[src/rv_mem_pkg.sv]
`default_nettype none

package rv_mem_pkg;

    // unified memory geometry
    localparam int mem_words   = 1024;
    localparam int word_addr_w = 10;

    // --------------------
    // memory map
    localparam logic [31:0] reset_vector = 32'h0000_0000;

    // stores here leave the chip, never reach memory
    localparam logic [31:0] tohost_addr  = 32'h0000_1000;

endpackage

`default_nettype wire

[src/rv_lsu.sv]
`timescale 1ns/1ps
`default_nettype none

module rv_lsu
    import rv_mem_pkg::*;
(
    input  logic                   clk,
    input  logic                   rst,
    input  logic                   mem_op,
    input  logic                   mem_store,
    input  logic [31:0]            mem_addr_byte,
    input  logic [31:0]            store_data,
    output logic                   data_req,
    output logic                   data_we,
    output logic [word_addr_w-1:0] data_addr,
    output logic [31:0]            data_wdata,
    input  logic                   data_gnt,
    output logic                   tohost_valid,
    output logic [31:0]            tohost_data
);

    logic                   to_tohost;
    logic                   hold_valid;
    logic                   hold_we;
    logic [word_addr_w-1:0] hold_addr;
    logic [31:0]            hold_wdata;

    // --------------------
    // memory map decode
    assign to_tohost = mem_store && (mem_addr_byte == tohost_addr);

    // refused request is replayed ahead of a new one
    assign data_req   = hold_valid || (mem_op && !to_tohost);
    assign data_we    = hold_valid ? hold_we : mem_store;
    assign data_addr  = hold_valid ? hold_addr : mem_addr_byte[word_addr_w+1:2];
    assign data_wdata = hold_valid ? hold_wdata : store_data;

    always_ff @(posedge clk) begin
        if (rst) begin
            hold_valid   <= 1'b0;
            tohost_valid <= 1'b0;
        end else begin
            hold_valid   <= data_req && !data_gnt;
            tohost_valid <= to_tohost;
        end
    end

    always_ff @(posedge clk) begin
        if (data_req && !data_gnt) begin
            hold_we    <= data_we;
            hold_addr  <= data_addr;
            hold_wdata <= data_wdata;
        end
        if (to_tohost) begin
            tohost_data <= store_data;
        end
    end

endmodule

`default_nettype wire

[config.mk]
export PLATFORM = sky130hd
export DESIGN_NAME = rv_lsu
export DESIGN_NICKNAME = d
export VERILOG_FILES = /design/src/rv_mem_pkg.sv /design/src/rv_lsu.sv
export SDC_FILE = /design/constraint.sdc
export NUM_CORES = 1
export LEC_CHECK = 0
export BUFFER_PORTS_ARGS = -buffer_cell sky130_fd_sc_hd__clkbuf_2
export CAP_MARGIN = 20
export CORE_MARGIN = 5
export CORE_UTILIZATION = 45
export DETAILED_ROUTE_END_ITERATION = 10
export PLACE_DENSITY_LB_ADDON = 0.25
export SETUP_SLACK_MARGIN = 0.2
export SYNTH_ARGS = -nofsm -noshare
export SYNTH_HDL_FRONTEND = slang
export SYNTH_SLANG_ARGS = --single-unit
[constraint.sdc]
create_clock -name clk -period 4.6 [get_ports clk]
set_input_delay 0.69 -clock clk [delete_from_list [all_inputs] [get_ports clk]]
set_output_delay 0.69 -clock clk [all_outputs]
set_load 0.005 [all_outputs]
==> summary.txt <==
Yosys
  – Register area share after synthesis: 77.9%
  – Synth Net Count: 214
  – Yosys warnings: 0
  – Yosys reg bits: 77
  – Synth top area cells: edfxtp_1 (76%), mux2_2 (16%), dfxtp_1 (1.4%), nor4b_2 (1.0%), nor4_2 (0.85%)
  – Post-synthesis cell type count: 16
  – Mean Syn Cell Area: 20.3 µm²
  – Largest area contributor in the synthesized netlist: edfxtp_1
  – Synth Cell Area: 2940 µm²
  – Synth top area share: 76.5%
  – Mapped Cells: 145

Cells and area
  – Post-route insts no fill: 380
  – Area of the multi-input gates: 628 µm²
  – ANT cells: 0
  – # fillers: 500
  – Fin nets: 368
  – Core Util, Final: 62.6%
  – P&R area growth vs syn: 35.1%
  – Layout cell share with drive strength beyond 1: 69.3%
  – FF/Latch Area: 2290 µm²

Worst setup path
  – Crit path max-delay family: simple AND/OR/NAND/NOR gates
  – WP data arrival: 2.04 ns
  – Worst setup path class: primary input to primary output
  – Crit-path max FO: 3
  – Slowest cell on crit path: o32ai_1
  – CP dominant cell by count: clkbuf_2
  – CP Launch Type: primary input
  – Crit-path cells: clkbuf_2, nor4_1, nand4b_1, o32ai_1, inv_1, clkbuf_2
  – Crit end category: primary output
  – CP bufs+invs: 3
  – R2R cell count: 4
  – WP depth: 6
  – WP data required: 3.91 ns
  – Max stage delay on crit path: 0.53 ns

Place
  – Placed Cells: 365
  – PortBufs: 145
  – Post-DP HPWL: 4780 µm
  – Placer Congestion: 0.783

Timing
  – Crit path time final: 2.73 ns
  – Max_slew headroom: 60.1%
  – Hold WS: 0.537 ns
  – RSZ-0062 raised after global routing: no
  – Final setup TNS: 0 ns
  – Worst Tran Pin Value: 0.597 ns
  – Final Skew: 0.0101 ns
  – Setup Viol. Count Final: 0
  – Period utilization: 59.4%
  – Peak Freq: 0.366 GHz
  – Fin. Hold Viols: 0
  – Max-slew violation count: 0

Clock network
  – Max H-tree Level: 3
  – Post-CTS Setup Repair Bufs: 0
  – Clock transition at path regs: 0.08 ns
  – CTS tree: built
  – Clk_lat worst skew: 0.34 ns
  – Clock buffer count from CTS: 9
  – Hold_buf cts: 0
  – Root Driver: clkbuf_8
  – CTS sink cnt: 77
  – CTS resizes: 0
  – Clk buf depth: 2

Pwr
  – Pwr Density: 367 nW/µm²
  – Peak supply drop: 0.000254 V
  – Static leakage: 1.62 nW

GRT
  – First-pass GRT wire length: 9970 µm
  – Congestion Overflow GR: 0
  – Tot GR Track Use: 15.5%
  – Vias in the first global route: 2024
  – Antenna violations before repair: 0
  – Largest net degree at the start of global routing: 33

Route
  – Vias/cell: 4.96
  – Final antenna-violating net count: 0
  – DR DRC count: 0
  – Via Count: 1886
  – DRT iter0 DRCs: 62
  – Drt total wl: 6360 µm
  – Routed WL per cell: 16.7 µm
  – DR pass1 iterations: 4

Status
  – Status: completed

Floorplanning
  – Starting Density: 46.4%
  – Die X: 90.9 µm
  – Die area: 8260 µm²
  – # IOs: 146
  – Row count: 29
  – Chip height: 90.9 µm
  – Core ar.: 6350 µm²

Hold path
  – Type of the most critical hold path: primary input to register
  – Worst Hold Depth: 1

Job
  – Max Cap Viol: 0
[cell usage in the layout, fill, tap and decap left out]
cell type,instances
mux2_2,43
nor2_4,1
clkinv_1,1
dfxtp_2,1
clkinvlp_4,1
nand4b_1,1
nor2_1,2
nor3_1,2
edfxtp_1,75
nor4_2,2
clkbuf_8,9
buf_4,3
nor4b_2,2
nand2_1,2
clkbuf_2,145
clkbuf_1,1
inv_1,2
clkinv_2,1
o32ai_1,1
dfxtp_1,1
nand4_1,1
nor4_1,3
bufinv_16,2
or4b_1,1
[cells in the mapped netlist]
| cell | instances |
|---|---|
| edfxtp_1 | 75 |
| mux2_2 | 43 |
| buf_2 | 4 |
| nor2_1 | 3 |
| nor4_1 | 3 |
| dfxtp_1 | 2 |
| inv_1 | 2 |
| nand2_1 | 2 |
| nor3_1 | 2 |
| nor4_2 | 2 |
| nor4b_2 | 2 |
| clkbuf_1 | 1 |
| nand4_1 | 1 |
| nand4b_1 | 1 |
| o32ai_1 | 1 |
| or4b_1 | 1 |
[power breakdown]
part	internal (mW)	leakage, nW	switching, mW	total (mW)
clock	0.300	0.0998	0.226	0.526
combinational	0.0682	0.810	0.0586	0.127
sequential	0.798	0.710	0.00819	0.806
total	1.17	1.62	0.293	1.46
[routing by layer]
| metal | vias up | part of all wire, % | GRT usage (%) | wire (µm) |
|---|---|---|---|---|
| met5 | - | 0 | 0 | 0 |
| met4 | 0 | 0.83 | 5.87 | 53 |
| met3 | 7 | 8.7 | 6.00 | 554 |
| met2 | 91 | 51 | 25.7 | 3250 |
| met1 | 900 | 39 | 18.0 | 2500 |
| li1 | 888 | - | - | - |
[metrics by stage]
step                worst slack (ns)  total power, mW  instance area, µm²
global route                    1.74             1.53                3980
floorplan                       1.29            0.874                2940
finish                          1.87             1.46                3980
detailed placement              1.88            0.951                3770
global placement                1.89            0.947                3770
CTS                             1.87             1.48                3980
[final cells by class]
cell class	count	area share, %
Inverter	2	0.189
Multi-Input combinational cell	61	15.8
Tap cell	77	2.42
Clock buffer	10	3.21
Clock inverter	5	1.92
Timing Repair Buffer	148	18.8
Sequential cell	77	57.7
[state kept, by name, indices dropped and copies added (netlist names)]
name          count
hold_wdata       32
hold_addr        10
tohost_data      32
hold_we           1
hold_valid        1
tohost_valid      1
[worst paths after layout]
check	start	slack [ns]	to
max	mem_addr_byte[18]	1.87	data_req
max reg2reg	hold_valid	2.33	hold_addr[4]
min	store_data[18]	0.54	tohost_data[18]
min reg2reg	hold_addr[1]	0.57	hold_addr[1]
[logic make-up after synthesis]
family | count (synthesis) | synth area share [%]
buffers and inverters | 7 | 1.06
AOI/OAI and AO/OA | 1 | 0.298
muxes | 43 | 16.4
and+or+nand+nor | 17 | 4.34
DFF | 77 | 77.9
Power figures use the tool's default switching activity.
