<file path="src/rv_mem_pkg.sv">
`default_nettype none

package rv_mem_pkg;

    // unified memory geometry
    localparam int mem_words   = 1024;
    localparam int word_addr_w = 10;

    // --------------------
    // memory map
    localparam logic [31:0] reset_vector = 32'h0000_0000;

    // stores here leave the chip, never reach memory
    localparam logic [31:0] tohost_addr  = 32'h0000_1000;

endpackage

`default_nettype wire

</file>
<file path="src/rv_fetch.sv">
`timescale 1ns/1ps
`default_nettype none

module rv_fetch
    import rv_mem_pkg::*;
(
    input  logic                   clk,
    input  logic                   rst,
    input  logic                   redirect,
    input  logic [31:0]            redirect_pc,
    input  logic                   load_stall,
    output logic                   fetch_req,
    output logic [word_addr_w-1:0] fetch_addr,
    input  logic                   fetch_gnt,
    output logic [31:0]            inst_pc
);

    logic        running;
    logic [31:0] pc;
    logic [31:0] req_pc;

    // first request one cycle after rst falls
    always_ff @(posedge clk) begin
        if (rst) begin
            running <= 1'b0;
        end else begin
            running <= 1'b1;
        end
    end

    // taken branch steers this cycle's request
    assign req_pc     = redirect ? redirect_pc : pc;
    assign fetch_req  = running && !load_stall;
    assign fetch_addr = req_pc[word_addr_w+1:2];

    // refused fetch keeps its address for the retry
    always_ff @(posedge clk) begin
        if (rst) begin
            pc <= reset_vector;
        end else if (fetch_gnt) begin
            pc <= req_pc + 32'd4;
        end else if (redirect) begin
            pc <= redirect_pc;
        end
    end

    // pc of the word that comes back next cycle
    always_ff @(posedge clk) begin
        if (fetch_gnt) begin
            inst_pc <= req_pc;
        end
    end

endmodule

`default_nettype wire

</file>
<file path="config.mk">
export PLATFORM = sky130hd
export DESIGN_NAME = rv_fetch
export DESIGN_NICKNAME = d
export VERILOG_FILES = /design/src/rv_mem_pkg.sv /design/src/rv_fetch.sv
export SDC_FILE = /design/constraint.sdc
export NUM_CORES = 1
export LEC_CHECK = 0
export BUFFER_PORTS_ARGS = -buffer_cell sky130_fd_sc_hd__buf_2
export CAP_MARGIN = 10
export CORE_MARGIN = 4
export CORE_UTILIZATION = 40
export DETAILED_ROUTE_END_ITERATION = 10
export MAX_ROUTING_LAYER = met4
export PLACE_DENSITY = 0.69
export SYNTH_ARGS = -nofsm -noshare
export SYNTH_HDL_FRONTEND = slang
export SYNTH_SLANG_ARGS = --single-unit
</file>
<file path="constraint.sdc">
create_clock -name clk -period 4.1 [get_ports clk]
set_clock_uncertainty 0.1 [all_clocks]
set_input_delay 0.205 -clock clk [delete_from_list [all_inputs] [get_ports clk]]
set_output_delay 0.205 -clock clk [all_outputs]
set_load 0.02 [all_outputs]
</file>
==> flow_metrics.env <==
export IMPL_ys_seq_elements=65
export IMPL_period_share_pct=56.70
export IMPL_hold_depth=2
export IMPL_yosysSeqAreaShare_pct=51.82
export IMPL_drt_pass1_iterations=5
export IMPL_register_area_mm2=0.001622
export IMPL_antenna_cells=0
export IMPL_cp_arrival_ps=2480
export IMPL_ios=80
export IMPL_ff2ff_path_depth=7
export IMPL_grt_overflow=0
export IMPL_dieArea_mm2=0.009303
export IMPL_fp_row_count=31
export IMPL_fillers=698
export IMPL_synthesis_area_per_instance_um2=11.34
export IMPL_hpwl_um=5056
export IMPL_ir_worst_vdd_v=0.0001394
export IMPL_setup_viol=0
export IMPL_dpl_instance_area_mm2=0.003517
export IMPL_drv_slew=0
export IMPL_start_util_pct=42.24
export IMPL_min_period_ps=2325
export IMPL_final_common_cell="buf_2"
export IMPL_fmax_mhz=430.1
export IMPL_async_flop_share_pct=0
export IMPL_synth_cell_type_count=51
export IMPL_timing_setup_tns_ps=0
export IMPL_grtUsageTotal_pct=16.56
export IMPL_reg2reg_slack_ps=1790
export IMPL_powerDensity_mw_per_mm2=407.2
export IMPL_stdcell_area_mm2=0.003726
export IMPL_start_kind="input pin"
export IMPL_cpPeakStageDelay_ps=490
export IMPL_drc=0
export IMPL_syn_inst=276
export IMPL_worstMarginPinSlew_ps=672.6
export IMPL_die_height_um=96.45
export IMPL_critPathKind="in -> reg"
export IMPL_clk_pin_slew_ps=70
export IMPL_postRouteAntennaNets=0
export IMPL_cts_resized_gates=0
export IMPL_cts_setup_buffers=0
export IMPL_antenna_found_initial=0
export IMPL_clock_sinks=65
export IMPL_power_leakage_nw=1.646
export IMPL_rr_endpoint="pc[18]$_SDFF_PP0_"
export IMPL_whs_endpoint="inst_pc[0]$_DFFE_PP_"
export IMPL_num_vias=2352
export IMPL_synth_main_ff_cell="dfxtp_1"
export IMPL_drt_initial_drc_count=95
export IMPL_min_delay_path_class="in -> reg"
export IMPL_min_delay_start="redirect_pc[0]"
export IMPL_design_core_area_mm2=0.007408
export IMPL_outcome="completed"
export IMPL_root_buffer="clkbuf_8"
export IMPL_crit_fanout=42
export IMPL_crit_path_end_kind="flip-flop"
export IMPL_clk_latency_ps=350
export IMPL_grt_max_degree=43
export IMPL_postRouteWirelength_um=7130
export IMPL_r2r_start="pc[3]$_SDFF_PP0_"
export IMPL_htreeDepth=3
export IMPL_portBuffers=79
export IMPL_gp_congestion=0.8093
export IMPL_yosysWarnings=0
export IMPL_post_synth_instance_area_mm2=0.003129
export IMPL_cpMaxStageDelayCell="buf_4"
export IMPL_final_cell_mix="79 x buf_2, 33 x dfxtp_1, 32 x edfxtp_1, 19 x mux2_2, 16 x a21oi_1"
export IMPL_cts_path_max_buffers=2
export IMPL_synth_top_cell_area_share_pct=30.71
export IMPL_hold_buffers=0
export IMPL_max_cap_violations=0
export IMPL_required_ps=4260
export IMPL_nNetsFinal=384
export IMPL_synth_area_leader_cell="edfxtp_1"
export IMPL_rsz0062_at_grt="false"
export IMPL_vias_per_cell=5.238
export IMPL_worstPathCellList="buf_2, buf_4, mux2i_1, a2111oi_2, and4_1, a21oi_1, a211oi_1"
export IMPL_layout_drive_gt1_share_pct=36.86
export IMPL_synth_area_leaders="edfxtp_1 31%, dfxtp_1 21%, mux2_2 6.8%, buf_4 2.6%, a21oi_1 2.6%"
export IMPL_multiInputGateArea_mm2=0.001313
export IMPL_wl_per_cell_um=15.88
export IMPL_synthToLayoutAreaGrowth_pct=19.07
export IMPL_grt_pass1_wl_um=11300
export IMPL_die_x_um=96.45
export IMPL_numCtsBuffers=9
export IMPL_grt_pass1_vias=2316
export IMPL_max_slew_margin_rel_pct=54.82
export IMPL_tritoncts="done"
export IMPL_hold_viol=0
export IMPL_synth_nets=314
export IMPL_synth_edf_count=32
flip-flops by register name, summed over array words and instances, names as in the netlist:
signal,flops
pc,32
inst_pc,32
running,1
metrics by stage:
step	util [%]	instances	hold WS (ps)	power, mW	worst slack [ps]
after detailed placement	47.48	434	436.0	0.9786	1435
after floorplan	-	276	217.5	0.9128	1520
final	50.30	449	83.10	1.517	1775
after global placement	47.48	434	431.7	0.9730	1531
after CTS	50.30	449	70.74	1.531	1797
after global routing	50.30	449	84.98	1.587	1562
per-layer routing:
layer	vias to the layer above	track usage [%]	wire length, µm
met5	-	-	0
met1	1113	20.51	3208
met4	0	8.762	121
li1	1153	-	-
met2	72	25.00	3371
met3	14	4.105	428
where the power goes:
group	internal, mW	switching [mW]
sequential	0.730	0.0161
combinational	0.0807	0.138
clock	0.318	0.234
total	1.13	0.388
worst max-delay path, delay by kind of cell:
| family | cells | cell delay (ps) |
|---|---|---|
| AO/OA/AOI/OAI | 3 | 790 |
| multiplexers | 1 | 300 |
| AND/OR/NAND/NOR | 1 | 400 |
| buffers and inverters | 2 | 750 |
area by class of cell:
class	instances	area share [%]
tap	99	3.324
clock inverter	1	0.1343
timing repair buffer	81	11.01
clock buffer	14	5.473
inverter	13	1.310
sequential	65	43.52
multi-input combinational	176	35.23
cell usage after synthesis (2+ instances only):
cell	n
nand4b_1	2
and4_1	3
o211a_1	3
buf_2	6
inv_1	13
dfxtp_1	33
nand4b_4	2
nand3_1	5
nor2b_1	3
nor2_1	14
and3_1	10
nand2_1	14
nand4_1	6
nor3_1	15
buf_6	2
edfxtp_1	32
o21ai_0	9
mux2i_1	8
mux2_2	19
a211oi_1	2
or4_1	2
clkbuf_1	3
or3_1	4
xnor2_1	7
buf_4	11
and3b_1	2
and2_1	2
mux2i_2	3
a31oi_1	3
xor2_1	2
a21oi_1	16
cell families (layout without fill, tap and decap cells):
group / count (synthesis) / in the layout / share of synthesized area (%)
muxes: 31 / 31 / 11.20
and+or+nand+nor: 90 / 90 / 17.39
adders and majority gates: 1 / 1 / 0.3998
AOI/OAI and AO/OA: 45 / 45 / 10.44
xor gates and xnor gates: 9 / 9 / 2.519
buffers and inverters: 35 / 109 / 6.238
DFF: 65 / 65 / 51.82
how the worst max path moves through the flow:
stage	startpoint	endpoint	slack, ps	depth (start not counted)
after floorplan	redirect	pc[18]$_SDFF_PP0_	1520	11
after global placement	redirect	pc[28]$_SDFF_PP0_	1530	7
after detailed placement	redirect	pc[27]$_SDFF_PP0_	1430	7
after CTS	pc[3]$_SDFF_PP0_	pc[18]$_SDFF_PP0_	1800	7
after global routing	redirect	pc[24]$_SDFF_PP0_	1560	7
final	redirect	pc[24]$_SDFF_PP0_	1780	7
Power figures use the tool's default switching activity.
