==> src/rv_isa_pkg.sv <==
`default_nettype none

package rv_isa_pkg;

    localparam int xlen = 32;

    // --------------------
    // opcodes
    localparam logic [6:0] op_reg    = 7'b0110011;
    localparam logic [6:0] op_imm    = 7'b0010011;
    localparam logic [6:0] op_load   = 7'b0000011;
    localparam logic [6:0] op_store  = 7'b0100011;
    localparam logic [6:0] op_branch = 7'b1100011;

    // --------------------
    // function codes
    localparam logic [2:0] f3_add_sub = 3'b000;
    localparam logic [2:0] f3_xor     = 3'b100;
    localparam logic [2:0] f3_or      = 3'b110;
    localparam logic [2:0] f3_and     = 3'b111;
    localparam logic [2:0] f3_beq     = 3'b000;
    localparam logic [2:0] f3_bne     = 3'b001;

    localparam logic [6:0] funct7_sub = 7'b0100000;

    // --------------------
    // instruction formats
    typedef struct packed {
        logic [6:0] funct7;
        logic [4:0] rs2;
        logic [4:0] rs1;
        logic [2:0] funct3;
        logic [4:0] rd;
        logic [6:0] opcode;
    } r_fmt_t;

    typedef struct packed {
        logic [11:0] imm;
        logic [4:0]  rs1;
        logic [2:0]  funct3;
        logic [4:0]  rd;
        logic [6:0]  opcode;
    } i_fmt_t;

    typedef struct packed {
        logic [6:0] imm_hi;
        logic [4:0] rs2;
        logic [4:0] rs1;
        logic [2:0] funct3;
        logic [4:0] imm_lo;
        logic [6:0] opcode;
    } s_fmt_t;

    typedef struct packed {
        logic       imm_12;
        logic [5:0] imm_10_5;
        logic [4:0] rs2;
        logic [4:0] rs1;
        logic [2:0] funct3;
        logic [3:0] imm_4_1;
        logic       imm_11;
        logic [6:0] opcode;
    } b_fmt_t;

    // same 32 bits, seen through each format
    typedef union packed {
        logic [31:0] word;
        r_fmt_t      r_fmt;
        i_fmt_t      i_fmt;
        s_fmt_t      s_fmt;
        b_fmt_t      b_fmt;
    } rv_inst_t;

endpackage

`default_nettype wire

==> src/rv_exec.sv <==
`timescale 1ns/1ps
`default_nettype none

module rv_exec
    import rv_isa_pkg::*;
(
    input  logic        clk,
    input  logic        rst,
    input  logic        fetch_rvalid,
    input  logic [31:0] inst_pc,
    input  logic [31:0] mem_rdata,
    input  logic        data_rvalid,
    output logic        redirect,
    output logic [31:0] redirect_pc,
    output logic        load_stall,
    output logic        mem_op,
    output logic        mem_store,
    output logic [31:0] mem_addr_byte,
    output logic [31:0] store_data,
    output logic        retire,
    output logic [31:0] retire_pc
);

    rv_inst_t        inst;
    logic [6:0]      opcode;
    logic [2:0]      funct3;
    logic            is_reg;
    logic            is_imm;
    logic            is_load;
    logic            is_store;
    logic            is_branch;
    logic [xlen-1:0] rf [32];
    logic [xlen-1:0] rs1_val;
    logic [xlen-1:0] rs2_val;
    logic [xlen-1:0] imm_i;
    logic [xlen-1:0] imm_s;
    logic [xlen-1:0] imm_b;
    logic [xlen-1:0] alu_b;
    logic [xlen-1:0] alu_result;
    logic            branch_cond;
    logic            wr_en;
    logic [4:0]      wr_addr;
    logic [xlen-1:0] wr_data;
    logic            load_pend;
    logic [4:0]      pend_rd;
    logic [31:0]     pend_pc;

    // --------------------
    // decode
    assign inst   = rv_inst_t'(mem_rdata);
    assign opcode = inst.r_fmt.opcode;
    assign funct3 = inst.r_fmt.funct3;

    assign is_reg    = fetch_rvalid && (opcode == op_reg);
    assign is_imm    = fetch_rvalid && (opcode == op_imm);
    assign is_load   = fetch_rvalid && (opcode == op_load);
    assign is_store  = fetch_rvalid && (opcode == op_store);
    assign is_branch = fetch_rvalid && (opcode == op_branch);

    assign imm_i = {{20{inst.i_fmt.imm[11]}}, inst.i_fmt.imm};
    assign imm_s = {{20{inst.s_fmt.imm_hi[6]}}, inst.s_fmt.imm_hi, inst.s_fmt.imm_lo};
    assign imm_b = {{19{inst.b_fmt.imm_12}}, inst.b_fmt.imm_12, inst.b_fmt.imm_11,
                    inst.b_fmt.imm_10_5, inst.b_fmt.imm_4_1, 1'b0};

    // x0 reads as zero
    assign rs1_val = (inst.r_fmt.rs1 == 5'd0) ? '0 : rf[inst.r_fmt.rs1];
    assign rs2_val = (inst.r_fmt.rs2 == 5'd0) ? '0 : rf[inst.r_fmt.rs2];

    // --------------------
    // alu
    assign alu_b = is_reg ? rs2_val : imm_i;

    always_comb begin
        case (funct3)
            f3_add_sub: begin
                if (is_reg && inst.r_fmt.funct7 == funct7_sub) begin
                    alu_result = rs1_val - alu_b;
                end else begin
                    alu_result = rs1_val + alu_b;
                end
            end
            f3_xor:  alu_result = rs1_val ^ alu_b;
            f3_or:   alu_result = rs1_val | alu_b;
            f3_and:  alu_result = rs1_val & alu_b;
            default: alu_result = rs1_val + alu_b;
        endcase
    end

    // --------------------
    // branch resolution
    always_comb begin
        case (funct3)
            f3_beq:  branch_cond = (rs1_val == rs2_val);
            f3_bne:  branch_cond = (rs1_val != rs2_val);
            default: branch_cond = 1'b0;
        endcase
    end

    assign redirect    = is_branch && branch_cond;
    assign redirect_pc = inst_pc + imm_b;

    // load/store request towards the lsu
    assign mem_op        = is_load || is_store;
    assign mem_store     = is_store;
    assign mem_addr_byte = rs1_val + (is_store ? imm_s : imm_i);
    assign store_data    = rs2_val;

    // --------------------
    // register file write
    // load data and an alu result never share a cycle
    always_comb begin
        if (data_rvalid) begin
            wr_en   = 1'b1;
            wr_addr = pend_rd;
            wr_data = mem_rdata;
        end else begin
            wr_en   = is_reg || is_imm;
            wr_addr = inst.r_fmt.rd;
            wr_data = alu_result;
        end
    end

    always_ff @(posedge clk) begin
        if (wr_en && wr_addr != 5'd0) begin
            rf[wr_addr] <= wr_data;
        end
    end

    // lw second cycle
    always_ff @(posedge clk) begin
        if (rst) begin
            load_pend <= 1'b0;
        end else begin
            load_pend <= is_load;
        end
    end

    always_ff @(posedge clk) begin
        if (is_load) begin
            pend_rd <= inst.r_fmt.rd;
            pend_pc <= inst_pc;
        end
    end

    assign load_stall = load_pend;

    // a lw retires with its data, everything else on arrival
    assign retire    = (fetch_rvalid && !is_load) || data_rvalid;
    assign retire_pc = data_rvalid ? pend_pc : inst_pc;

endmodule

`default_nettype wire

==> config.mk <==
export PLATFORM = sky130hd
export DESIGN_NAME = rv_exec
export DESIGN_NICKNAME = d
export VERILOG_FILES = /design/src/rv_isa_pkg.sv /design/src/rv_exec.sv
export SDC_FILE = /design/constraint.sdc
export NUM_CORES = 2
export LEC_CHECK = 0
export ABC_AREA = 0
export BUFFER_PORTS_ARGS = -buffer_cell sky130_fd_sc_hd__buf_2
export CAP_MARGIN = 20
export CORE_ASPECT_RATIO = 0.7
export CORE_MARGIN = 2
export CORE_UTILIZATION = 50
export CTS_BUF_LIST = sky130_fd_sc_hd__clkbuf_4
export DETAILED_ROUTE_END_ITERATION = 8
export PLACE_DENSITY = 0.67
export REMOVE_ABC_BUFFERS = 1
export SLEW_MARGIN = 20
export SYNTH_ARGS = -nofsm -noshare
export SYNTH_HDL_FRONTEND = slang
export SYNTH_SLANG_ARGS = --single-unit
export TNS_END_PERCENT = 20
==> constraint.sdc <==
create_clock -name clk -period 9.1 [get_ports clk]
set_input_delay 0.91 -clock clk [delete_from_list [all_inputs] [get_ports clk]]
set_output_delay 0.91 -clock clk [all_outputs]
set_load 0.02 [all_outputs]
==> flow_metrics.env <==
export IMPL_outcome="finished clean"
export IMPL_p_int_mw=8.53
export IMPL_grt_pass1_wl_um=286000
export IMPL_clockPowerShare_pct=33.2
export IMPL_synth_edf_count=1061
export IMPL_drv_cap=0
export IMPL_grt_pass1_vias=38900
export IMPL_synthXorXnorAreaFrac_pct=2.09
export IMPL_seq_power_share_pct=46.3
export IMPL_rsz0062_at_grt="no"
export IMPL_drive_above_1_share_pct=33.9
export IMPL_synthesis_area_um2=58200
export IMPL_yosysWarnings=0
export IMPL_grt_overflow_total=0
export IMPL_hold_viol=0
export IMPL_first_pass_iters=6
export IMPL_setup_viol=0
export IMPL_start_kind="input pin"
export IMPL_synthAdderAreaFrac_pct=3.39
export IMPL_dp_hpwl_um=123000
export IMPL_holdBufCountCts=39
export IMPL_share_comb_of_total_power_pct=20.6
export IMPL_synthCells=3744
export IMPL_drc=0
export IMPL_p_total_mw=12.2
export IMPL_boundaryPins=201
export IMPL_grt_usage_pct=34.3
export IMPL_rows=104
export IMPL_critPathCaptureType="output pin"
export IMPL_synthArstFlopShare_pct=0
export IMPL_swShare_pct=30.0
export IMPL_fin_crit_ns=7.44
export IMPL_clk_latency_ns=1.34
export IMPL_yosys_area_share_simple_pct=4.61
export IMPL_critPathKind="in2out"
export IMPL_coreArea_um2=115000
export IMPL_hold_class="in2reg"
export IMPL_syn_to_final_growth_pct=12.5
export IMPL_fin_tns_setup_ns=0
export IMPL_synth_distinct_cells=98
export IMPL_slew_violations=0
export IMPL_cts_inserted_buffers=280
export IMPL_fin_area_um2=65500
export IMPL_placed_cell_area_um2=61700
export IMPL_clockBufferDepth=4
export IMPL_grt_max_degree=83
export IMPL_ys_flop_type="edfxtp_1"
export IMPL_avgSynthCellArea_um2=15.5
export IMPL_power_density_nw_per_um2=186
export IMPL_required_ns=8.19
export IMPL_die_height_um=289
export IMPL_root_buffer="clkbuf_4"
export IMPL_ys_ff_latch=1062
export IMPL_worstMarginPinSlew_ns=1.32
export IMPL_routabilityCongestion=1.01
export IMPL_clock_sinks=1062
export IMPL_post_route_util_pct=56.8
export IMPL_num_vias=40700
export IMPL_synthMuxAreaShare_pct=24.7
export IMPL_relSlewSlack_pct=10.8
export IMPL_peakVddDrop_mv=0.137
export IMPL_clk_pin_slew_ns=0.07
export IMPL_synth_compound_area_share_pct=7.56
export IMPL_dieArea_um2=119000
export IMPL_antenna_found_initial=11
export IMPL_max_freq_mhz=134
export IMPL_p_leak_nw=22.9
export IMPL_cts_tree="built"
export IMPL_die_width_um=412
export IMPL_seq_area_frac_synth_pct=54.8
export IMPL_ant_nets=0
export IMPL_htreeDepth=5
export IMPL_postCtsResizedCells=0
export IMPL_wire_per_inst_um=34.6
export IMPL_start_util_pct=50.5
export IMPL_cts_setup_buffers=0
export IMPL_p_sw_mw=3.66
export IMPL_drt_iter0_drc=6832
export IMPL_post_route_period_util_pct=81.7
export IMPL_cp_arrival_ns=6.53
export IMPL_hold_slack_ns=0.226
export IMPL_synth_top_family_by_area="multiplexers"
export IMPL_crit_fanout=68
export IMPL_finClkSkew_ns=0.150
export IMPL_final_nets=4408
export IMPL_port_buffers=200
export IMPL_vias_per_cell=6.90
export IMPL_drt_wl_total_um=204000
-- path summary, 6_finish.rpt --
check                 from                 to  slack (ns)  depth (start not counted)
max          mem_rdata[16]  mem_addr_byte[31]        1.66                         17
min           mem_rdata[1]          rf[24][1]        0.23                          3
max reg2reg     rf[30][19]         rf[30][31]        2.68                         14
min reg2reg     pend_rd[3]          rf[17][8]        1.29                          3
-- flip-flops by register name (all words and copies together) (netlist names) --
| name | count |
|---|---|
| rf | 1024 |
| pend_pc | 32 |
| pend_rd | 5 |
| load_stall | 1 |
-- synthesized netlist by cell type, types with 4 or more instances --
cell type	count	area [um^2]
clkbuf_1	133	499
ha_1	153	1910
o21ai_0	134	671
nor3b_1	4	30.0
a211o_1	13	114
xnor2_1	104	911
inv_1	131	492
o31ai_1	13	97.6
nor2b_1	16	100
a211oi_1	14	105
buf_6	8	90.1
mux2_2	71	800
o311ai_0	4	35.0
o211ai_1	15	113
o21ai_2	4	35.0
or3_1	10	62.6
or2_2	8	50.1
a311o_1	4	40.0
a31oi_1	16	100
nor2_1	166	623
a21o_1	44	330
nand3_1	56	280
nor3_1	38	190
edfxtp_1	1061	31900
o221ai_1	27	236
o21bai_1	24	180
o21ai_1	4	20.0
buf_2	52	260
buf_4	20	150
nor4_1	10	62.6
xor2_1	35	307
a21oi_1	200	1000
and2_1	12	75.1
nand4_1	17	106
buf_1	41	154
and3_1	9	56.3
mux4_2	555	12500
a221oi_1	17	149
a22oi_1	11	82.6
mux2i_1	105	1050
o21a_1	30	225
nand3b_1	5	37.5
nand2_1	210	788
o22ai_1	35	219
nand2b_1	17	106
-- logic make-up after synthesis --
group,Yosys count
AOI/OAI and AO/OA,671
adders and majority gates,157
DFF,1062
other,1
muxes,732
xor gates and xnor gates,139
and+or+nand+nor,591
buffers and inverters,391
-- final cells by class --
cell class              instances  area [um^2]
fillers                      9050        49700
flip-flops and latches       1062        31900
multi-input cells            2322        25200
clock buffers                 385         2890
repair buffers                384         2690
well taps                    1537         1920
inverters                     135          514
clock inverters                65          337
diodes                         11         27.5
-- layer usage --
metal | vias to the layer above | GRT usage (%) | share of wire [%]
met5 | - | 0 | 0.045
met4 | 4 | 13.2 | 3.8
met3 | 443 | 10.6 | 14
met2 | 3287 | 49.2 | 43
met1 | 20700 | 49.1 | 39
li1 | 16300 | - | -
-- placed cells by master (no fill, tap or decap), types with 130 or more instances in the layout --
| cell type | instances |
|---|---|
| edfxtp_1 | 1061 |
| inv_1 | 130 |
| nand2_1 | 210 |
| mux4_2 | 555 |
| a21oi_1 | 198 |
| buf_2 | 192 |
| clkbuf_4 | 385 |
| ha_1 | 153 |
| buf_4 | 135 |
| nor2_1 | 133 |
-- worst max-delay path, stage by stage --
cell	delay [ns]
buf_8	0.42
buf_4	0.50
mux4_2	0.39
mux4_2	0.50
o22ai_1	0.35
nor2_1	0.27
ha_1	0.44
a21o_1	0.19
maj3_2	0.34
a221oi_2	0.38
a21boi_1	0.14
o31ai_2	0.51
o211ai_1	0.21
a311o_1	0.38
a21oi_2	0.15
xnor2_1	0.12
buf_2	0.18
-- power by group through the flow --
stage | Clock, mW | Sequential [mW] | Combinational (mW)
6_report | 4.04 | 5.64 | 2.51
5_1_grt | 4.34 | 5.64 | 2.65
4_1_cts | 4.09 | 5.64 | 2.45
3_5_place_dp | 0 | 5.75 | 2.43
3_3_place_gp | 0 | 5.74 | 2.42
2_1_floorplan | 0 | 5.75 | 1.44
-- stage by stage --
step                      std cells  setup WS [ns]
after floorplan                3519          0.250
after global placement         5399           1.36
after detailed placement       5399           1.42
after CTS                      5888           1.63
after global routing           5894           1.40
final                          5901           1.66
(Power assumes the default switching activity.)
