File: src/rv_mem_pkg.sv
`default_nettype none

package rv_mem_pkg;

    // unified memory geometry
    localparam int mem_words   = 1024;
    localparam int word_addr_w = 10;

    // --------------------
    // memory map
    localparam logic [31:0] reset_vector = 32'h0000_0000;

    // stores here leave the chip, never reach memory
    localparam logic [31:0] tohost_addr  = 32'h0000_1000;

endpackage

`default_nettype wire

File: src/rv_mem_arbiter.sv
`timescale 1ns/1ps
`default_nettype none

module rv_mem_arbiter
    import rv_mem_pkg::*;
(
    input  logic                   clk,
    input  logic                   rst,
    input  logic                   load_en,
    input  logic [word_addr_w-1:0] load_addr,
    input  logic [31:0]            load_data,
    input  logic                   data_req,
    input  logic                   data_we,
    input  logic [word_addr_w-1:0] data_addr,
    input  logic [31:0]            data_wdata,
    input  logic                   fetch_req,
    input  logic [word_addr_w-1:0] fetch_addr,
    output logic                   fetch_gnt,
    output logic                   data_gnt,
    output logic                   fetch_rvalid,
    output logic                   data_rvalid,
    output logic                   mem_we,
    output logic [word_addr_w-1:0] mem_addr,
    output logic [31:0]            mem_wdata
);

    logic load_gnt;

    // --------------------
    // fixed priority: load, data, fetch
    // program load only runs during reset
    assign load_gnt  = rst && load_en;
    assign data_gnt  = !load_gnt && data_req;
    assign fetch_gnt = !load_gnt && !data_req && fetch_req;

    assign mem_we    = load_gnt || (data_gnt && data_we);
    assign mem_wdata = load_gnt ? load_data : data_wdata;

    always_comb begin
        if (load_gnt) begin
            mem_addr = load_addr;
        end else if (data_gnt) begin
            mem_addr = data_addr;
        end else begin
            mem_addr = fetch_addr;
        end
    end

    // read owner, tagged one cycle behind the grant
    always_ff @(posedge clk) begin
        if (rst) begin
            fetch_rvalid <= 1'b0;
            data_rvalid  <= 1'b0;
        end else begin
            fetch_rvalid <= fetch_gnt;
            data_rvalid  <= data_gnt && !data_we;
        end
    end

endmodule

`default_nettype wire

File: config.mk
export PLATFORM = sky130hd
export DESIGN_NAME = rv_mem_arbiter
export DESIGN_NICKNAME = d
export VERILOG_FILES = /design/src/rv_mem_pkg.sv /design/src/rv_mem_arbiter.sv
export SDC_FILE = /design/constraint.sdc
export NUM_CORES = 1
export LEC_CHECK = 0
export BUFFER_PORTS_ARGS = -buffer_cell sky130_fd_sc_hd__buf_2
export CORE_MARGIN = 4
export CORE_UTILIZATION = 29
export DETAILED_ROUTE_END_ITERATION = 12
export PLACE_DENSITY_LB_ADDON = 0.1
export SLEW_MARGIN = 20
export SYNTH_ARGS = -nofsm -noshare
export SYNTH_HDL_FRONTEND = slang
export SYNTH_SLANG_ARGS = --single-unit
File: constraint.sdc
create_clock -name clk -period 1.6 [get_ports clk]
set_input_delay 0.32 -clock clk [delete_from_list [all_inputs] [get_ports clk]]
set_output_delay 0.32 -clock clk [all_outputs]
set_load 0.01 [all_outputs]
==> results of run 1 <==
==> flip-flops by register name (all words and copies together), names as in the netlist <==
signal,cells
data_rvalid,1
fetch_rvalid,1
==> logic make-up after synthesis <==
kind of cell / synth area share
flops: 0.0493
mux: 0.696
buf+inv: 0.0724
simple gates: 0.120
compound gates: 0.0616
==> layout make-up <==
| cell class | instances | share of cell area |
|---|---|---|
| tap | 30 | 0.0231 |
| clock buffer | 3 | 0.0139 |
| sequential | 2 | 0.0247 |
| multi-input combinational | 71 | 0.439 |
| timing repair buffer | 155 | 0.499 |
==> where the power goes <==
part	leakage, nW	internal [mW]	switching (mW)
Sequential	0.0164	0.0523	0.000423
Combinational	1.00	0.277	0.189
Clock	0.0138	0.0824	0.0241
==> per-layer routing <==
| layer | wire, µm | part of all wire | vias to the layer above | GRT usage |
|---|---|---|---|---|
| met3 | 431 | 0.13 | 4 | 0.0149 |
| met5 | 0 | 0 | - | 0 |
| met1 | 957 | 0.28 | 526 | 0.149 |
| met4 | 48 | 0.014 | 0 | 0.0619 |
| met2 | 1970 | 0.58 | 72 | 0.348 |
| li1 | - | - | 601 | - |
==> synth_stat cells (all sizes together) <==
cell type and instances:
nand2 3, nand2b 1, mux2i 10, nor2 2, dfxtp 2, nor3b 1, mux2 32, buf 6
nand3 10, clkbuf 2, and2 2, o21ai 10
==> placed cells by master (no fill, tap or decap), types with 3 or more instances in the layout <==
cell      instances
clkbuf_4          3
mux2i_1          10
o21ai_0           7
buf_4             8
buf_2           146
o21ai_1           3
mux2_2            4
mux2_4           28
nand3_1          10
==> per-stage QoR <==
stage,util,cells,power [mW],worst slack [ns],hold slack (ns)
floorplan,-,81,0.292,0.257,0.396
global placement,0.624,258,0.513,0.0854,0.501
detailed placement,0.624,258,0.525,0.0566,0.500
CTS,0.633,261,0.637,0.0554,0.269
global route,0.633,261,0.679,0.0133,0.280
finish,0.633,261,0.625,0.0626,0.277
==> final timing paths <==
kind / from / depth (start not counted) / end / slack, ns
setup / recovery: rst / 5 / mem_wdata[13] / 0.06
hold / removal: data_we / 2 / data_rvalid / 0.28
==> impl_metrics.csv, run 1 <==
group,metric,value,unit
die,io_pins,147,
synth,yosys.area.top_type,"mux2_4",
critical_path,cp.arrival,1.22,ns
global_routing,grt_overflow,0,
place,port_buffers,146,
synth,synthDistinctLibCells,17,
critical_path,endpoint_kind,"primary output",
timing,finalHoldViolCount,0,
cells_and_area,diodes,0,
cts,clk_pin_slew,0.03,ns
outcome,status,"finished, final reports clean",
cts,cts_buffer_depth,2,
synth,ys_ff_latch,2,
route,vias,1203,
cts,post_cts_buffers,0,
die,die_y,60.9,µm
pwr,ir_drop,0.000241,V
timing,post-route-period-util,0.961,
timing,max_freq,0.650,GHz
cells_and_area,areaGrowthSynthToFinish,100,%
cts,cts_buffers,3,
critical_path,critical_path.n_buffers_inverters,3,
synth,yosys-top-cells-area,"mux2_4 52%, mux2i_1 12%, nand3_1 6.2%, mux2_2 5.5%, dfxtp_1 4.9%",
cells_and_area,drive_gt1_frac,0.827,
synth,postSynthCellCount,81,
critical_path,cp.required,1.28,ns
die,coreArea,2570,µm²
timing,report.final.setup_viol,0,
timing,tightest_slew,0.339,ns
timing,drv_slew,0,
global_routing,grt_pass1_wl,4670,µm
cells_and_area,nFillCells,226,
global_routing,grt_max_degree,20,
global_routing,grt_util_all_layers,0.162,
route,wire_per_inst,13.1,µm
flow_run,cap_violations,0,
route,drtIter0Drc,31,
die,die_w,60.9,µm
critical_path,crit_family,"buffers and inverters",
cts,root_buffer,"clkbuf_4",
cells_and_area,regArea,40.0,µm²
die,dieArea,3710,µm²
timing,slew-limit-headroom,0.774,
cts,cts_sinks,2,
critical_path,worstSetupPathType,"in -> out",
pwr,leakage,1.03,nW
synth,yosysWarningCount,0,
synth,synthesis.area,812,µm²
critical_path,start_kind,"input pin",
cells_and_area,fin_nets,333,
cts,cts_resized,0,
route,vias_per_cell,4.61,
die,num_rows,18,
place,hpwl,3140,µm
synth,seq_area_frac_synth,0.0493,
cells_and_area,fin_area,1620,µm²
die,initial_core_util,0.316,
critical_path,critPathSlowestCell,"mux2_4",
worst_hold_path,hold_path_class,"in -> reg",
cells_and_area,multiInputGateArea,713,µm²
place,placed_area,1600,µm²
cts,cts-htree-levels,1,
synth,syn_area_per_cell,10.0,µm²
critical_path,path_common_cell,"buf_2",
critical_path,slowest_delay,0.31,ns
critical_path,cp_max_fo,19,
timing,min_period,1.54,ns
synth,syn-num-nets,181,
route,firstDrtPassIters,4,
critical_path,path_cells,"buf_2 -> nand2_2 -> buf_12 -> mux2_4 -> buf_2",
cts,cts_tree,"built",
timing,fin_tns_setup,0,ns
global_routing,grt_pass1_vias,1197,
route,ant_nets,0,
global_routing,grt_antenna_before_repair,0,
pwr,p_per_area,385,nW/µm²
route,remaining_drc_errors,0,
synth,synth_top_area_frac,0.518,
route,wl,3410,µm
cts,hold_buffers,0,
timing,rsz0062_at_grt,"no",
place,gp_congestion,0.691,
No activity file was read; power rests on OpenSTA's default activity.
==> run 2: changes to the inputs <==
Settings changed: CELL_PAD_IN_SITES_DETAIL_PLACEMENT from default to 1, CELL_PAD_IN_SITES_GLOBAL_PLACEMENT from default to 1, CORE_UTILIZATION 29 to 17.
==> impl_metrics.csv, run 2 (synthesized netlist as in run 1, its figures left out) <==
group,metric,value,unit
route,ant_nets,0,
timing,report.final.setup_viol,0,
global_routing,grt_overflow,0,
global_routing,grt_antenna_before_repair,0,
route,wl_met2,2420,µm
cts,hold_buffers,0,
cts,cts_buffers,3,
pwr,ir_drop,0.000202,V
cells_and_area,top_regs,"data_rvalid x1, fetch_rvalid x1",
place,gp_congestion,0.701,
pwr,comb_power_share,0.654,
place,placed_area,1630,µm²
critical_path,endpoint_kind,"primary output",
route,m1WireLength,1350,µm
cts,cts_resized,0,
route,highest_layer,"met4",
pwr,clkPwrFrac,0.273,
pwr,switching_power,236,µW
flow_run,cap_violations,0,
critical_path,crit_start,"rst",
cells_and_area,fin_area,1680,µm²
critical_path,cp_max_fo,18,
timing,post-route-period-util,0.947,
timing,tightest_slew,0.350,ns
critical_path,critPathCapture,"mem_wdata[9]",
pwr,p_per_area,432,nW/µm²
pwr,swShare,0.325,
route,wire_per_inst,15.0,µm
cells_and_area,mostFrequentLayoutCells,"146 x buf_2, 28 x mux2_4, 10 x mux2i_1, 10 x nand3_1, 8 x buf_4",
cells_and_area,areaGrowthSynthToFinish,106,%
pwr,p_int,489,µW
route,drtIter0Drc,7,
die,coreArea,4470,µm²
route,remaining_drc_errors,0,
cts,cts-htree-levels,1,
timing,rsz0062_at_grt,"no",
critical_path,start_kind,"input pin",
timing,slew-limit-headroom,0.767,
timing,max_freq,0.660,GHz
timing,fin_tns_setup,0,ns
timing,finalHoldViolCount,0,
die,dieArea,5950,µm²
global_routing,grt_pass1_wl,6440,µm
place,hpwl,3850,µm
pwr,power_frac_seq,0.073,
cts,cts_sinks,2,
global_routing,grt_max_degree,19,
cells_and_area,drive_gt1_frac,0.827,
die,io_pins,147,
timing,drv_slew,0,
outcome,status,"finished, final reports clean",
route,firstDrtPassIters,2,
die,die_y,77.1,µm
cells_and_area,diodes,0,
route,vias_per_cell,4.34,
cells_and_area,fin_nets,333,
cts,cts_tree,"built",
critical_path,cp.required,1.28,ns
cts,clk_pin_slew,0.03,ns
route,met3_length,445,µm
global_routing,grt_pass1_vias,1330,
global_routing,grt_util_all_layers,0.133,
place,port_buffers,146,
timing,min_period,1.52,ns
cts,root_buffer,"clkbuf_8",
route,vias,1227,
route,wl,4240,µm
cts,post_cts_buffers,0,
die,initial_core_util,0.181,
critical_path,worstSetupPathType,"in -> out",
pwr,leakage,1.04,nW
worst_hold_path,hold_path_class,"in -> reg",
die,num_rows,24,
critical_path,cp.arrival,1.20,ns
die,die_w,77.1,µm
cts,cts_buffer_depth,2,
cells_and_area,final_common_cell,"buf_2",
run 2: worst min path at each step:
stage,startpoint,end,depth (start not counted),slack [ns]
floorplan,data_we,data_rvalid,1,0.40
global placement,data_we,data_rvalid,2,0.51
detailed placement,data_we,data_rvalid,2,0.51
CTS,data_we,data_rvalid,2,0.29
global route,data_we,data_rvalid,2,0.29
finish,data_we,data_rvalid,2,0.29
run 2: cell type report:
type                            instances  area [µm²]
Sequential cell                         2        40.0
Tap cell                               52        65.1
Fill cell                             594        2800
Multi-Input combinational cell         71         718
Clock buffer                            3        41.3
Timing Repair Buffer                  155         811
run 2: power groups by stage:
stage	registers, mW	logic [mW]	clock network [mW]
2_1_floorplan	0.0545	0.237	0
3_3_place_gp	0.0533	0.467	0
3_5_place_dp	0.0533	0.479	0
4_1_cts	0.0527	0.480	0.204
5_1_grt	0.0528	0.515	0.214
6_report	0.0527	0.474	0.198
run 2: layer usage:
| metal | GRT usage | vias up |
|---|---|---|
| li1 | - | 600 |
| met4 | 0.0427 | 0 |
| met2 | 0.276 | 73 |
| met1 | 0.120 | 552 |
| met3 | 0.0410 | 2 |
| met5 | 0 | - |
run 2: worst max-delay path, stage by stage:
cell and delay (ns):
buf_2 0.12, nand2_4 0.10, buf_12 0.19, mux2_4 0.31, buf_2 0.14
run 2: stage by stage:
stage               power (mW)   util  hold WS, ns  setup slack [ns]  std cells
global placement         0.520  0.364        0.506            0.0721        280
finish                   0.724  0.374        0.292            0.0848        283
CTS                      0.737  0.373        0.291            0.0487        283
detailed placement       0.532  0.364        0.511            0.0506        280
global route             0.782  0.374        0.291            0.0468        283
floorplan                0.292      -        0.396             0.257         81
==> run 3: changes to the inputs <==
Settings changed: GPL_TIMING_DRIVEN from default to 1.
Clock period 1.6 ns to 1.8 ns, I/O delays scaled along.
==> impl_metrics.csv, run 3 (synthesized netlist as in run 1, its figures left out) <==
group,metric,value,unit
outcome,status,"finished, final reports clean",
timing,report.final.setup_viol,0,
cts,clk_pin_slew,0.03,ns
cells_and_area,stdcell_count,280,
pwr,p_per_area,386,nW/µm²
worst_hold_path,hold_path_class,"in -> reg",
route,wire_per_inst,15.4,µm
global_routing,grt_util_all_layers,0.132,
critical_path,start_kind,"input pin",
die,coreArea,4470,µm²
cts,hold_buffers,0,
place,dp.cells,277,
timing,max_freq,0.602,GHz
critical_path,cp_max_fo,13,
pwr,ir_drop,0.000152,V
pwr,clkPwrFrac,0.272,
pwr,power_frac_seq,0.074,
critical_path,slowest_delay,0.36,ns
global_routing,grt_max_degree,19,
critical_path,path_common_cell,"buf_2",
worst_hold_path,hold_depth,2,
pwr,switching_power,206,µW
timing,finalHoldViolCount,0,
cts,cts_buffers,3,
timing,whs,0.346,ns
timing,drv_slew,0,
critical_path,path_cells,"buf_2 -> buf_4 -> and2_1 -> o21ai_0 -> buf_2",
global_routing,grt_pass1_vias,1312,
timing,tightest_slew,0.354,ns
pwr,comb_power_share,0.654,
die,initial_core_util,0.181,
critical_path,critical_path.n_buffers_inverters,3,
die,die_w,77.1,µm
timing,min_period,1.66,ns
worst_hold_path,min_to,"data_rvalid",
place,port_buffers,146,
flow_run,cap_violations,0,
cts,post_cts_buffers,0,
timing,slew-limit-headroom,0.764,
cts,cts_tree,"built",
cells_and_area,final_common_cell,"buf_2",
critical_path,cp.required,1.44,ns
timing,fin_tns_setup,0,ns
critical_path,crit_family,"buffers and inverters",
cts,cts_buffer_depth,2,
place,gp_congestion,0.708,
timing,post-route-period-util,0.922,
global_routing,grt_overflow,0,
cells_and_area,drive_gt1_frac,0.825,
die,io_pins,147,
route,wl,4300,µm
cts,root_buffer,"clkbuf_8",
global_routing,grt_antenna_before_repair,0,
pwr,p_int,430,µW
cts,cts-htree-levels,1,
critical_path,worstSetupPathType,"in -> out",
pwr,swShare,0.324,
cells_and_area,areaGrowthSynthToFinish,103,%
route,remaining_drc_errors,0,
global_routing,grt_pass1_wl,6440,µm
critical_path,critPathSlowestCell,"and2_1",
pwr,leakage,1.02,nW
cells_and_area,top_regs,"data_rvalid x1, fetch_rvalid x1",
place,hpwl,3920,µm
die,num_rows,24,
cells_and_area,diodes,0,
route,vias_per_cell,4.35,
timing,rsz0062_at_grt,"no",
cts,cts_resized,0,
cells_and_area,fin_nets,330,
route,ant_nets,0,
route,drtIter0Drc,11,
worst_hold_path,hold_start,"data_we",
route,vias,1218,
critical_path,endpoint_kind,"primary output",
route,firstDrtPassIters,2,
critical_path,cp.arrival,1.30,ns
cts,cts_sinks,2,
cells_and_area,mostFrequentLayoutCells,"146 x buf_2, 28 x mux2_4, 10 x mux2i_1, 10 x nand3_1, 7 x o21ai_0",
die,die_y,77.1,µm
die,dieArea,5950,µm²
[run 3: how the worst max path moves through the flow]
stage / start / endpoint / slack, ns / depth (start not counted)
2_1_floorplan: data_req / mem_addr[3] / 0.38 / 4
4_1_cts: rst / mem_addr[4] / 0.09 / 5
6_report: rst / mem_addr[1] / 0.14 / 5
5_1_grt: rst / mem_addr[5] / 0.01 / 5
3_3_place_gp: rst / mem_addr[0] / 0.11 / 5
3_5_place_dp: rst / mem_addr[5] / 0.09 / 5
[run 3: stage by stage]
stage          utilization  power, mW  setup WS [ns]  cell area [µm²]
2_1_floorplan            -      0.259          0.377              812
3_3_place_gp         0.359      0.459          0.113             1610
3_5_place_dp         0.359      0.471         0.0908             1610
4_1_cts              0.368      0.651         0.0884             1650
5_1_grt              0.368      0.682         0.0140             1650
6_report             0.368      0.635          0.140             1650
[run 3: routing by layer]
layer  up-vias  global-route usage  part of all wire
met5         -                   0                 0
met4         0              0.0391             0.010
met3         4              0.0433              0.11
met2        75               0.278              0.57
met1       546               0.115              0.31
li1        593                   -                 -
[run 3: final cells by class]
| cell class | instances | area [µm²] |
|---|---|---|
| repair buffers | 152 | 788 |
| multi-input cells | 71 | 713 |
| flip-flops and latches | 2 | 40.0 |
| fillers | 574 | 2830 |
| clock buffers | 3 | 41.3 |
| well taps | 52 | 65.1 |
[run 3: power by group through the flow]
stage / registers (mW) / logic (mW) / clock network, mW
6_report: 0.0468 / 0.416 / 0.173
5_1_grt: 0.0470 / 0.452 / 0.183
4_1_cts: 0.0469 / 0.424 / 0.180
3_5_place_dp: 0.0474 / 0.423 / 0
3_3_place_gp: 0.0474 / 0.411 / 0
2_1_floorplan: 0.0484 / 0.211 / 0
